$ cat src/design/snoop_pkg.sv
`default_nettype none

package snoop_pkg;

  // ------------------------------------------------------------
  // Default top-level parameters
  // ------------------------------------------------------------
  localparam int unsigned NumCoresDef      = 2;
  localparam int unsigned TraceLogDepthDef = 3;
  localparam int unsigned EventLogDepthDef = 2;
  localparam int unsigned SyncStagesDef    = 3;

  // ------------------------------------------------------------
  // Widths and vector types
  // ------------------------------------------------------------
  localparam int unsigned WordWidth    = 32;
  localparam int unsigned PcWidth      = 64;
  localparam int unsigned CtrTypeWidth = 4;
  localparam int unsigned CoreIdxWidth = 4;
  localparam int unsigned CountWidth   = 8;

  typedef logic [WordWidth-1:0]    word_t;
  typedef logic [PcWidth-1:0]      pc_t;
  typedef logic [1:0]              priv_t;
  typedef logic [CtrTypeWidth-1:0] ctr_type_t;
  typedef logic [1:0]              reg_idx_t;
  typedef logic [CoreIdxWidth-1:0] core_idx_t;
  typedef logic [CountWidth-1:0]   count_t;

  // Configuration register map
  localparam reg_idx_t RegCoreSel   = 2'd0;
  localparam reg_idx_t RegWatermark = 2'd1;
  localparam reg_idx_t RegTrigAddr  = 2'd2;
  localparam reg_idx_t RegEnable    = 2'd3;

  // ------------------------------------------------------------
  // Bundles
  // ------------------------------------------------------------
  // Raw branch trace of one core
  typedef struct packed {
    logic      valid;
    pc_t       src_pc;
    pc_t       dst_pc;
    ctr_type_t ctr_type;
    priv_t     priv;
    word_t     instr;
  } branch_trace_t;

  // Snooper record layout
  typedef struct packed {
    priv_t priv;
    word_t pc_src_h;
    word_t pc_src_l;
    word_t pc_dst_h;
    word_t pc_dst_l;
    word_t metadata;
    word_t opcode;
  } trace_rec_t;

  typedef struct packed {
    logic [7:0]  e_id;
    logic [15:0] e_info;
    logic [7:0]  s_id;
  } pmu_event_t;

  typedef struct packed {
    core_idx_t core_sel;
    count_t    watermark;
    word_t     trig_addr;
    logic      trace_en;
    logic      trig_en;
  } snoop_cfg_t;

endpackage

`default_nettype wire
$ cat src/design/snoop_top.sv
`timescale 1ns/1ps
`default_nettype none

module snoop_top #(
  parameter int unsigned NumCores      = snoop_pkg::NumCoresDef,
  parameter int unsigned TraceLogDepth = snoop_pkg::TraceLogDepthDef,
  parameter int unsigned EventLogDepth = snoop_pkg::EventLogDepthDef,
  parameter int unsigned SyncStages    = snoop_pkg::SyncStagesDef
) (
  input  logic                                     clk_i,
  input  logic                                     arst_n_i,
  // Configuration write strobe
  input  logic                                     cfg_we_i,
  input  snoop_pkg::reg_idx_t                      cfg_idx_i,
  input  snoop_pkg::word_t                         cfg_wdata_i,
  // Branch trace and record readout
  input  snoop_pkg::branch_trace_t [NumCores-1:0]  trace_i,
  input  logic                                     rd_pop_i,
  output snoop_pkg::trace_rec_t                    rd_rec_o,
  output logic [TraceLogDepth:0]                   rd_count_o,
  output logic                                     watermark_irq_o,
  output logic                                     trigger_irq_o,
  // Performance events, source half of the CDC
  input  snoop_pkg::pmu_event_t [NumCores-1:0]     ev_i,
  output logic [NumCores-1:0][EventLogDepth:0]     ev_wptr_o,
  output snoop_pkg::pmu_event_t [NumCores-1:0][(2**EventLogDepth)-1:0] ev_data_o,
  input  logic [NumCores-1:0][EventLogDepth:0]     ev_rptr_i
);

  import snoop_pkg::*;

  snoop_cfg_t cfg;
  trace_rec_t rec;
  logic       rec_valid;

  snoop_cfg_regs i_cfg_regs (
    .clk_i       ( clk_i       ),
    .arst_n_i    ( arst_n_i    ),
    .cfg_we_i    ( cfg_we_i    ),
    .cfg_idx_i   ( cfg_idx_i   ),
    .cfg_wdata_i ( cfg_wdata_i ),
    .cfg_o       ( cfg         )
  );

  // ------------------------------------------------------------
  // Trace path
  // ------------------------------------------------------------
  trace_capture #(
    .NumCores ( NumCores )
  ) i_trace_capture (
    .clk_i         ( clk_i         ),
    .arst_n_i      ( arst_n_i      ),
    .cfg_i         ( cfg           ),
    .trace_i       ( trace_i       ),
    .rec_o         ( rec           ),
    .rec_valid_o   ( rec_valid     ),
    .trigger_irq_o ( trigger_irq_o )
  );

  trace_buffer #(
    .LogDepth ( TraceLogDepth )
  ) i_trace_buffer (
    .clk_i           ( clk_i           ),
    .arst_n_i        ( arst_n_i        ),
    .cfg_i           ( cfg             ),
    .rec_i           ( rec             ),
    .rec_valid_i     ( rec_valid       ),
    .rd_pop_i        ( rd_pop_i        ),
    .rd_rec_o        ( rd_rec_o        ),
    .rd_count_o      ( rd_count_o      ),
    .watermark_irq_o ( watermark_irq_o )
  );

  // One event FIFO per core
  for (genvar c = 0; c < NumCores; c++) begin : gen_event
    event_cdc_src #(
      .LogDepth   ( EventLogDepth ),
      .SyncStages ( SyncStages    )
    ) i_event_cdc_src (
      .clk_i     ( clk_i        ),
      .arst_n_i  ( arst_n_i     ),
      .ev_i      ( ev_i[c]      ),
      .ev_wptr_o ( ev_wptr_o[c] ),
      .ev_data_o ( ev_data_o[c] ),
      .ev_rptr_i ( ev_rptr_i[c] )
    );
  end

endmodule

`default_nettype wire

$ cat src/design/event_cdc_src.sv
`timescale 1ns/1ps
`default_nettype none

module event_cdc_src #(
  parameter int unsigned LogDepth   = snoop_pkg::EventLogDepthDef,
  parameter int unsigned SyncStages = snoop_pkg::SyncStagesDef
) (
  input  logic                                        clk_i,
  input  logic                                        arst_n_i,
  input  snoop_pkg::pmu_event_t                       ev_i,
  output logic [LogDepth:0]                           ev_wptr_o,
  output snoop_pkg::pmu_event_t [(2**LogDepth)-1:0]   ev_data_o,
  input  logic [LogDepth:0]                           ev_rptr_i
);

  import snoop_pkg::*;

  localparam int unsigned Depth = 2 ** LogDepth;
  // Gray pointers of a full FIFO differ in their top two bits
  localparam logic [LogDepth:0] FullMask = 2'b11 << (LogDepth - 1);

  pmu_event_t [Depth-1:0] slots_q;

  logic [LogDepth:0]                  wptr_bin_q;
  logic [LogDepth:0]                  wptr_gray_q;
  logic [LogDepth:0]                  wptr_bin_next;
  logic [SyncStages-1:0][LogDepth:0]  rptr_sync_q;
  logic [LogDepth:0]                  rptr_gray;
  logic                               full;
  logic                               wr_en;

  // ------------------------------------------------------------
  // Read pointer synchronizer
  // ------------------------------------------------------------
  always_ff @(posedge clk_i or negedge arst_n_i) begin
    if (!arst_n_i) begin
      rptr_sync_q <= '0;
    end else begin
      rptr_sync_q[0] <= ev_rptr_i;
      for (int i = 1; i < SyncStages; i++) begin
        rptr_sync_q[i] <= rptr_sync_q[i-1];
      end
    end
  end

  assign rptr_gray = rptr_sync_q[SyncStages-1];
  assign full      = (wptr_gray_q == (rptr_gray ^ FullMask));

  // Events with id zero carry nothing
  assign wr_en         = (ev_i.e_id != '0) & ~full;
  assign wptr_bin_next = wptr_bin_q + 1'b1;

  // ------------------------------------------------------------
  // Write side
  // ------------------------------------------------------------
  always_ff @(posedge clk_i or negedge arst_n_i) begin
    if (!arst_n_i) begin
      wptr_bin_q  <= '0;
      wptr_gray_q <= '0;
    end else if (wr_en) begin
      wptr_bin_q  <= wptr_bin_next;
      wptr_gray_q <= wptr_bin_next ^ (wptr_bin_next >> 1);
    end
  end

  always_ff @(posedge clk_i) begin
    if (wr_en) begin
      slots_q[wptr_bin_q[LogDepth-1:0]] <= ev_i;
    end
  end

  assign ev_wptr_o = wptr_gray_q;
  assign ev_data_o = slots_q;

endmodule

`default_nettype wire

$ cat src/design/trace_buffer.sv
`timescale 1ns/1ps
`default_nettype none

module trace_buffer #(
  parameter int unsigned LogDepth = snoop_pkg::TraceLogDepthDef
) (
  input  logic                  clk_i,
  input  logic                  arst_n_i,
  input  snoop_pkg::snoop_cfg_t cfg_i,
  input  snoop_pkg::trace_rec_t rec_i,
  input  logic                  rec_valid_i,
  input  logic                  rd_pop_i,
  output snoop_pkg::trace_rec_t rd_rec_o,
  output logic [LogDepth:0]     rd_count_o,
  output logic                  watermark_irq_o
);

  import snoop_pkg::*;

  localparam int unsigned Depth = 2 ** LogDepth;

  trace_rec_t [Depth-1:0] mem_q;

  logic [LogDepth-1:0] wr_ptr_q;
  logic [LogDepth-1:0] rd_ptr_q;
  logic [LogDepth:0]   count_q;
  logic                full;
  logic                empty;
  logic                push;
  logic                pop;
  count_t              count_ext;

  assign full  = (count_q == Depth[LogDepth:0]);
  assign empty = (count_q == '0);

  // A pop in the same cycle frees the slot for a push into a full buffer
  assign push = rec_valid_i & (~full | rd_pop_i);
  assign pop  = rd_pop_i & ~empty;

  // ------------------------------------------------------------
  // Pointers and fill count
  // ------------------------------------------------------------
  always_ff @(posedge clk_i or negedge arst_n_i) begin
    if (!arst_n_i) begin
      wr_ptr_q <= '0;
      rd_ptr_q <= '0;
      count_q  <= '0;
    end else begin
      if (push) begin
        wr_ptr_q <= wr_ptr_q + 1'b1;
      end
      if (pop) begin
        rd_ptr_q <= rd_ptr_q + 1'b1;
      end
      case ({push, pop})
        2'b10:   count_q <= count_q + 1'b1;
        2'b01:   count_q <= count_q - 1'b1;
        default: count_q <= count_q;
      endcase
    end
  end

  // Record storage
  always_ff @(posedge clk_i) begin
    if (push) begin
      mem_q[wr_ptr_q] <= rec_i;
    end
  end

  // Head is visible without a read latency
  assign rd_rec_o   = mem_q[rd_ptr_q];
  assign rd_count_o = count_q;

  // ------------------------------------------------------------
  // Watermark level
  // ------------------------------------------------------------
  assign count_ext       = count_t'(count_q);
  assign watermark_irq_o = (cfg_i.watermark != '0) && (count_ext >= cfg_i.watermark);

endmodule

`default_nettype wire

$ cat src/design/trace_capture.sv
`timescale 1ns/1ps
`default_nettype none

module trace_capture #(
  parameter int unsigned NumCores = snoop_pkg::NumCoresDef
) (
  input  logic                                   clk_i,
  input  logic                                   arst_n_i,
  input  snoop_pkg::snoop_cfg_t                  cfg_i,
  input  snoop_pkg::branch_trace_t [NumCores-1:0] trace_i,
  output snoop_pkg::trace_rec_t                  rec_o,
  output logic                                   rec_valid_o,
  output logic                                   trigger_irq_o
);

  import snoop_pkg::*;

  branch_trace_t sel_trace;
  trace_rec_t    rec_d;
  logic          sel_ok;
  logic          rec_fire;
  logic          trig_hit;

  // Out-of-range core indices read as idle
  assign sel_ok    = (cfg_i.core_sel < NumCores);
  assign sel_trace = sel_ok ? trace_i[cfg_i.core_sel] : '0;

  // ------------------------------------------------------------
  // Record formatting
  // ------------------------------------------------------------
  assign rec_d.priv     = sel_trace.priv;
  assign rec_d.pc_src_h = {1'b0, sel_trace.src_pc[62:32]};
  assign rec_d.pc_src_l = {sel_trace.src_pc[31:1], 1'b0};
  assign rec_d.pc_dst_h = {1'b0, sel_trace.dst_pc[62:32]};
  assign rec_d.pc_dst_l = {sel_trace.dst_pc[31:1], 1'b0};
  assign rec_d.metadata = {{(WordWidth-CtrTypeWidth){1'b0}}, sel_trace.ctr_type};
  assign rec_d.opcode   = sel_trace.instr;

  assign rec_fire = sel_trace.valid & cfg_i.trace_en;
  assign trig_hit = rec_fire & cfg_i.trig_en & (rec_d.pc_src_l == cfg_i.trig_addr);

  always_ff @(posedge clk_i or negedge arst_n_i) begin
    if (!arst_n_i) begin
      rec_valid_o   <= 1'b0;
      trigger_irq_o <= 1'b0;
    end else begin
      rec_valid_o   <= rec_fire;
      trigger_irq_o <= trig_hit;
    end
  end

  // Payload only loads with a new record
  always_ff @(posedge clk_i) begin
    if (rec_fire) begin
      rec_o <= rec_d;
    end
  end

endmodule

`default_nettype wire

$ cat src/design/snoop_cfg_regs.sv
`timescale 1ns/1ps
`default_nettype none

module snoop_cfg_regs (
  input  logic                 clk_i,
  input  logic                 arst_n_i,
  input  logic                 cfg_we_i,
  input  snoop_pkg::reg_idx_t  cfg_idx_i,
  input  snoop_pkg::word_t     cfg_wdata_i,
  output snoop_pkg::snoop_cfg_t cfg_o
);

  import snoop_pkg::*;

  snoop_cfg_t cfg_q;

  // ------------------------------------------------------------
  // Register write decode
  // ------------------------------------------------------------
  always_ff @(posedge clk_i or negedge arst_n_i) begin
    if (!arst_n_i) begin
      cfg_q <= '0;
    end else if (cfg_we_i) begin
      case (cfg_idx_i)
        RegCoreSel: begin
          cfg_q.core_sel <= cfg_wdata_i[CoreIdxWidth-1:0];
        end
        RegWatermark: begin
          cfg_q.watermark <= cfg_wdata_i[CountWidth-1:0];
        end
        RegTrigAddr: begin
          cfg_q.trig_addr <= cfg_wdata_i;
        end
        RegEnable: begin
          // Bit 0 enables capture, bit 1 arms the trigger
          cfg_q.trace_en <= cfg_wdata_i[0];
          cfg_q.trig_en  <= cfg_wdata_i[1];
        end
        default: begin
          cfg_q <= cfg_q;
        end
      endcase
    end
  end

  assign cfg_o = cfg_q;

endmodule

`default_nettype wire

$ cat config.mk
export PLATFORM = sky130hd
export DESIGN_NAME = snoop_top
export DESIGN_NICKNAME = d
export VERILOG_FILES = /design/src/design/snoop_pkg.sv /design/src/design/snoop_top.sv /design/src/design/event_cdc_src.sv /design/src/design/trace_buffer.sv /design/src/design/trace_capture.sv /design/src/design/snoop_cfg_regs.sv
export SDC_FILE = /design/constraint.sdc
export NUM_CORES = 2
export LEC_CHECK = 0
export ABC_AREA = 0
export BUFFER_PORTS_ARGS = -buffer_cell sky130_fd_sc_hd__buf_2
export CORE_ASPECT_RATIO = 1.25
export CORE_MARGIN = 2
export CORE_UTILIZATION = 40
export CTS_BUF_LIST = sky130_fd_sc_hd__clkbuf_4
export DETAILED_ROUTE_END_ITERATION = 10
export GPL_TIMING_DRIVEN = 0
export HOLD_SLACK_MARGIN = 0.05
export PLACE_DENSITY = 0.67
export RECOVER_POWER = 100
export SYNTH_ARGS = -nofsm -noshare
export SYNTH_HDL_FRONTEND = slang
export SYNTH_SLANG_ARGS = --single-unit
$ cat constraint.sdc
create_clock -name clk_i -period 22.2 [get_ports clk_i]
set_input_delay 3.33 -clock clk_i [delete_from_list [all_inputs] [get_ports clk_i]]
set_output_delay 3.33 -clock clk_i [all_outputs]
set_load 0.01 [all_outputs]
== Word level (Yosys, flattened, before mapping) ==
Cells that the tools add are included.
Widths: inputs -> output; s select.

* Flip-flop bits (word level): 2058
* Bits of input ports: 442
* Output and inout bits: 462
* Logic and storage cells: 177

* Add/sub/neg operators: 6
* Magnitude comparators: 10
* Equality and inequality tests: 9
* Muxes and demuxes: 15
* Bitwise logic cells: 16
* Reductions and logical operators: 14

{| class="wikitable"
|+ Operators with widths
! kind !! number
|-
| $bwmux 1552 || 1
|-
| $bmux 194 s3 || 1
|-
| $demux 194 s3 || 1
|-
| $mux 167 || 3
|-
| $mux 194 || 2
|-
| $bwmux 128 || 2
|-
| $demux 32 s2 || 2
|-
| $mux 32 || 2
|-
| $eq 32x32->1 || 1
|-
| $reduce_bool 8->1 || 3
|-
| $add 3x1->3 const B || 4
|-
| $ge 4x8->1 || 1
|-
| $lt 3x4->1 const B || 2
|-
| $lt 4x2->1 const B || 2
|-
| $pmux 4 s2 || 1
|-
| $reduce_and 2->1 || 4
|-
| $and 1x1->1 || 7
|-
| $eq 2x2->1 const B || 3
|-
| $eq 3x3->1 || 2
|-
| $lt 2x3->1 const B || 2
|-
| $xor 3x2->3 || 2
|-
| $add 4x1->4 const B || 1
|-
| $eq 2x1->1 const B || 2
|-
| $eq 4x4->1 const B || 1
|-
| other kinds (10) || 18
|}

== Longest topological paths before layout ==
* Depth in word-level cells: 6
* Gate-level depth with buffers: 9
* Mapped depth without buffers: 9

== Modules after synthesis ==
Synthesis repeated with hierarchy kept, for this count alone.

* Cell total of the unflattened synthesis: 3406
* Area, all modules: 77655.7 sq um

{| class="wikitable"
|+ Modules (own cells, without submodules)
! module !! instances !! cells each !! area an instance (sq um)
|-
| trace_buffer || 1 || 2318 || 58891.5
|-
| event_cdc_src || 2 || 169 || 4445.5
|-
| trace_capture || 1 || 651 || 8132.8
|-
| snoop_cfg_regs || 1 || 99 || 1740.4
|}

== Least setup slack after synthesis ==
OpenSTA, ideal clock, no wires.

* Path kind: input to register
* Start point: in rd_pop_i
* End point: reg i_trace_buffer.mem_q[0] in the netlist's numbering, enable pin
* Arrival: 14.868 ns
* Required time: 21.318 ns
* Setup slack: 6.450 ns
* Stages: 4
* Path buffers: 0
* Cells stage by stage: nand2b_1 > o21ai_0 > or2_2 > nor3_1

* Cells in the longest elaborated chain, start to end: 2

{| class="wikitable"
|+ RTL lines
! element !! RTL line !! text
|-
| start, declared || snoop_top.sv:18 || <nowiki>input logic rd_pop_i,</nowiki>
|-
| $or 1x1->1 || trace_buffer.sv:37 || <nowiki>assign push = rec_valid_i & (~full | rd_pop_i);</nowiki>
|-
| $and 1x1->1 || trace_buffer.sv:37 ||
|-
| end signal, assigned by index || trace_buffer.sv:66 || <nowiki>mem_q[wr_ptr_q] <= rec_i;</nowiki>
|-
| end, declared || trace_buffer.sv:22 || <nowiki>trace_rec_t [Depth-1:0] mem_q;</nowiki>
|}

No other way between the ends.
A chain may end at the register's enable or synchronous reset.

== Final worst setup path ==
* Start point: in rd_pop_i
* End point: reg i_trace_buffer.mem_q[841] in the netlist's numbering, enable pin

Same word-level chain as after synthesis.

==> summary.md <==
| Metric | Value |
|---|---|
| Flop-to-flop setup slack | `13.86 ns` |
| Crit. End Element | `register` |
| Tmin final | `9.86 ns` |
| Prevailing post-synth register cell | `edfxtp_1` |
| Seq. cell area | `53600 µm²` |
| Most frequent CP cell | `clkbuf_1` |
| Clk_lat worst skew | `1.39 ns` |
| Number of hold violations in the final report | `0` |
| Chip width | `372 µm` |
| Global-route usage over all layers | `0.211` |
| Max cap viols | `50` |
| Vias | `36222` |
| Worst Setup Start Kind | `primary input` |
| Core area | `168000 µm²` |
| Hold Path Class | `reg2reg` |
| FMAX | `0.101 GHz` |
| Syn Inst Count | `3032` |
| Num CTS Buffers | `437` |
| Global-route wire length before repair | `257000 µm` |
| CP max-delay cell | `clkbuf_1` |
| Clock Tree Root | `clkbuf_4` |
| Number of synthesized flops with an enable pin | `1714` |
| Slew @ Worst Pin | `3.56 ns` |
| Initial antenna violation count | `40` |
| Most common cell after layout, fill and taps aside | `edfxtp_1` |
| CTS Sinks | `1800` |
| Critical path arrival | `10.81 ns` |
| Initial core utilization | `0.403` |
| Area Overhead vs Synth | `18.2%` |
| Final HPWL DP | `129000 µm` |
| Remaining DRCs | `0` |
| Leak Pwr | `27.2 nW` |
| Routed len/inst | `26.3 µm` |
| TritonCTS clock tree | `done` |
| Worst Hold Endpoint | `gen_event[1].i_event_cdc_src.rptr_sync_q[4]` |
| Yosys cell types | `40` |
| Area of the multi-input gates | `13300 µm²` |
| Failing checks | `capacitance limit, slew limit` |
| Slew headroom | `-1.38` |
| Tot Pwr | `9.35 mW` |
| Crit-path max cell delay | `1.40 ns` |
| Register area share after synthesis | `0.791` |
| Critical Path Fanout Max | `24` |
| Post-CTS Resized | `0` |
| Pre-CTS setup slack | `15.08 ns` |
| Placed insts | `6245` |
| Setup TNS | `0 ns` |
| Vias per cell | `5.16` |
| WHS Path Cells | `0` |
| Post-layout nets | `4933` |
| Initial DRC count | `2856` |
| Hold-fix buffers, CTS | `0` |
| Clock tree buffer depth | `4` |
| ANT nets after route | `0` |
| Worst r2r src | `i_trace_buffer.rd_count_o[1]` |
| R2R Path End | `i_trace_buffer.mem_q[841]` |
| Average cell area after synthesis | `22.3 µm²` |
| Power Density | `117 nW/µm²` |
| Synth warn | `0` |
| Req. time, crit path | `23.15 ns` |
| Status | `finished, violations left` |
| Non-Filler Instances | `7017` |
| # H-tree levels | `5` |
| Row count | `168` |
| Overflow after GRT | `0` |
| Clk slew on worst S/H paths | `0.07 ns` |
| CP Class | `in2reg` |
| Post-CTS Setup Bufs | `0` |
| 1st-pass router iterations | `5` |
| FFs w/ async S/R, synth | `0.0478` |
| Crit path cell chain | `buf_2, nand2b_1, o21ai_0, or2_0, nor2_1, clkbuf_1, clkbuf_1, clkbuf_1, clkbuf_1, clkbuf_1` |
| Share of layout cells above drive strength 1 | `0.339` |
| Final setup margin | `12.34 ns` |
| Hold path start | `gen_event[1].i_event_cdc_src.rptr_sync_q[1]` |
| RePlAce Congestion | `0.781` |
| Setup Viol. Count Final | `0` |
| Largest net degree at the start of global routing | `61` |
| Mapped Area | `67800 µm²` |
| Clk_skew | `0.185 ns` |
| Ports | `904` |
| Reg2Reg Depth | `9` |
| RSZ-0062 raised after global routing | `false` |
| Total wire length | `185000 µm` |
| Yosys reg bits | `1800` |
| Commonest cells after routing, fill and taps aside | `1714 x edfxtp_1, 616 x clkbuf_1, 602 x clkbuf_4` |
| # fillers | `14358` |
| Vias in the first global route | `37786` |
| Final Max Tran Viols | `1201` |
| DIE AREA | `173000 µm²` |
| CP bufs+invs | `6` |
| Die Ht | `464 µm` |
| Final period util | `0.444` |
| Peak VDD IR | `0.0000825 V` |
| CP delay by family, top | `buffers and inverters` |
| Port Buf Inserts | `863` |
worst reg2reg max path: stages (launching register included):
cell	delay, ns
dfrtp_1	0.49
or3_1	0.17
o21ai_0	0.25
or2_0	0.39
nor2_1	0.61
clkbuf_1	1.40
clkbuf_1	1.23
clkbuf_1	0.85
clkbuf_1	1.39
clkbuf_1	1.17
Yosys cell counts, types with 11 or more instances:
cell type	count	area share
buf_1	12	0.00066
buf_2	47	0.0035
buf_4	37	0.0041
clkbuf_1	68	0.0038
dfrtp_1	86	0.032
edfxtp_1	1714	0.76
ha_1	17	0.0031
mux2_2	214	0.036
mux2i_1	163	0.024
mux4_2	324	0.11
nand2_1	11	0.00061
nand4_1	16	0.0015
nor2_1	171	0.0095
o21ai_0	33	0.0024
or3_1	33	0.0030
xnor2_1	13	0.0017
xor2_1	11	0.0014
power breakdown:
group          internal, mW  leakage, nW  total [mW]  switching, mW
Clock                  1.29         3.08        2.57           1.28
Combinational          1.07         7.52        2.65           1.59
Sequential             4.02         16.6        4.13          0.105
routing by layer:
layer	part of all wire	global-route usage
met5	0.0015	0
met4	0.038	0.0896
met3	0.089	0.0676
met2	0.51	0.359
met1	0.36	0.243
through the flow:
stage | cell area (µm²) | hold WS [ns] | utilization
2_1_floorplan | 67900 | 0.331 | -
3_3_place_gp | 75000 | 0.331 | 0.446
3_5_place_dp | 76900 | 0.335 | 0.458
4_1_cts | 82100 | 0.344 | 0.489
5_1_grt | 80100 | 0.353 | 0.477
6_report | 80100 | 0.342 | 0.477
cell type report:
type / instances / share of cell area
clock buffers: 601 / 0.0563
repair buffers: 972 / 0.0528
multi-input cells: 1084 / 0.167
diodes: 21 / 0.000656
well taps: 2210 / 0.0345
clock inverters: 150 / 0.00870
inverters: 9 / 0.000422
plain buffers: 170 / 0.0104
flip-flops and latches: 1800 / 0.670
sequential cells by signal, summed over array words and instances, names as in the netlist:
signal                                 cells
gen_event.i_event_cdc_src.ev_data_o      256
i_trace_buffer.mem_q                    1296
i_cfg_regs.cfg_o                          46
i_trace_buffer.wr_ptr_q                    3
gen_event.i_event_cdc_src.rptr_sync_q     12
gen_event.i_event_cdc_src.ev_wptr_o        5
i_trace_capture.trigger_irq_o              1
i_trace_capture.rec_o                    162
gen_event.i_event_cdc_src.rptr_gray        6
i_trace_capture.rec_valid_o                1
i_trace_buffer.rd_count_o                  4
i_trace_buffer.rd_ptr_q                    3
gen_event.i_event_cdc_src.wptr_bin_q       5
how the worst max path moves through the flow:
stage | startpoint | endpoint | cells past startpoint
after global placement | rd_pop_i | i_trace_buffer.mem_q[281] | 6
after floorplan | rd_pop_i | i_trace_buffer.mem_q[0] | 4
after global routing | rd_pop_i | i_trace_buffer.mem_q[842] | 10
after detailed placement | i_trace_buffer.rd_ptr_q[2] | rd_rec_o[132] | 5
after CTS | i_trace_buffer.rd_ptr_q[2] | rd_rec_o[132] | 5
final | rd_pop_i | i_trace_buffer.mem_q[841] | 10
cell families after synthesis:
group                      Yosys count  share of synthesized area
adders and majority gates           17                    0.00314
xor gates and xnor gates            24                    0.00310
muxes                              701                      0.167
and+or+nand+nor                    265                     0.0180
AOI/OAI and AO/OA                   45                    0.00369
buffers and inverters              179                     0.0133
other                                1                  0.0000553
DFF                               1800                      0.791
Power figures use the tool's default switching activity.
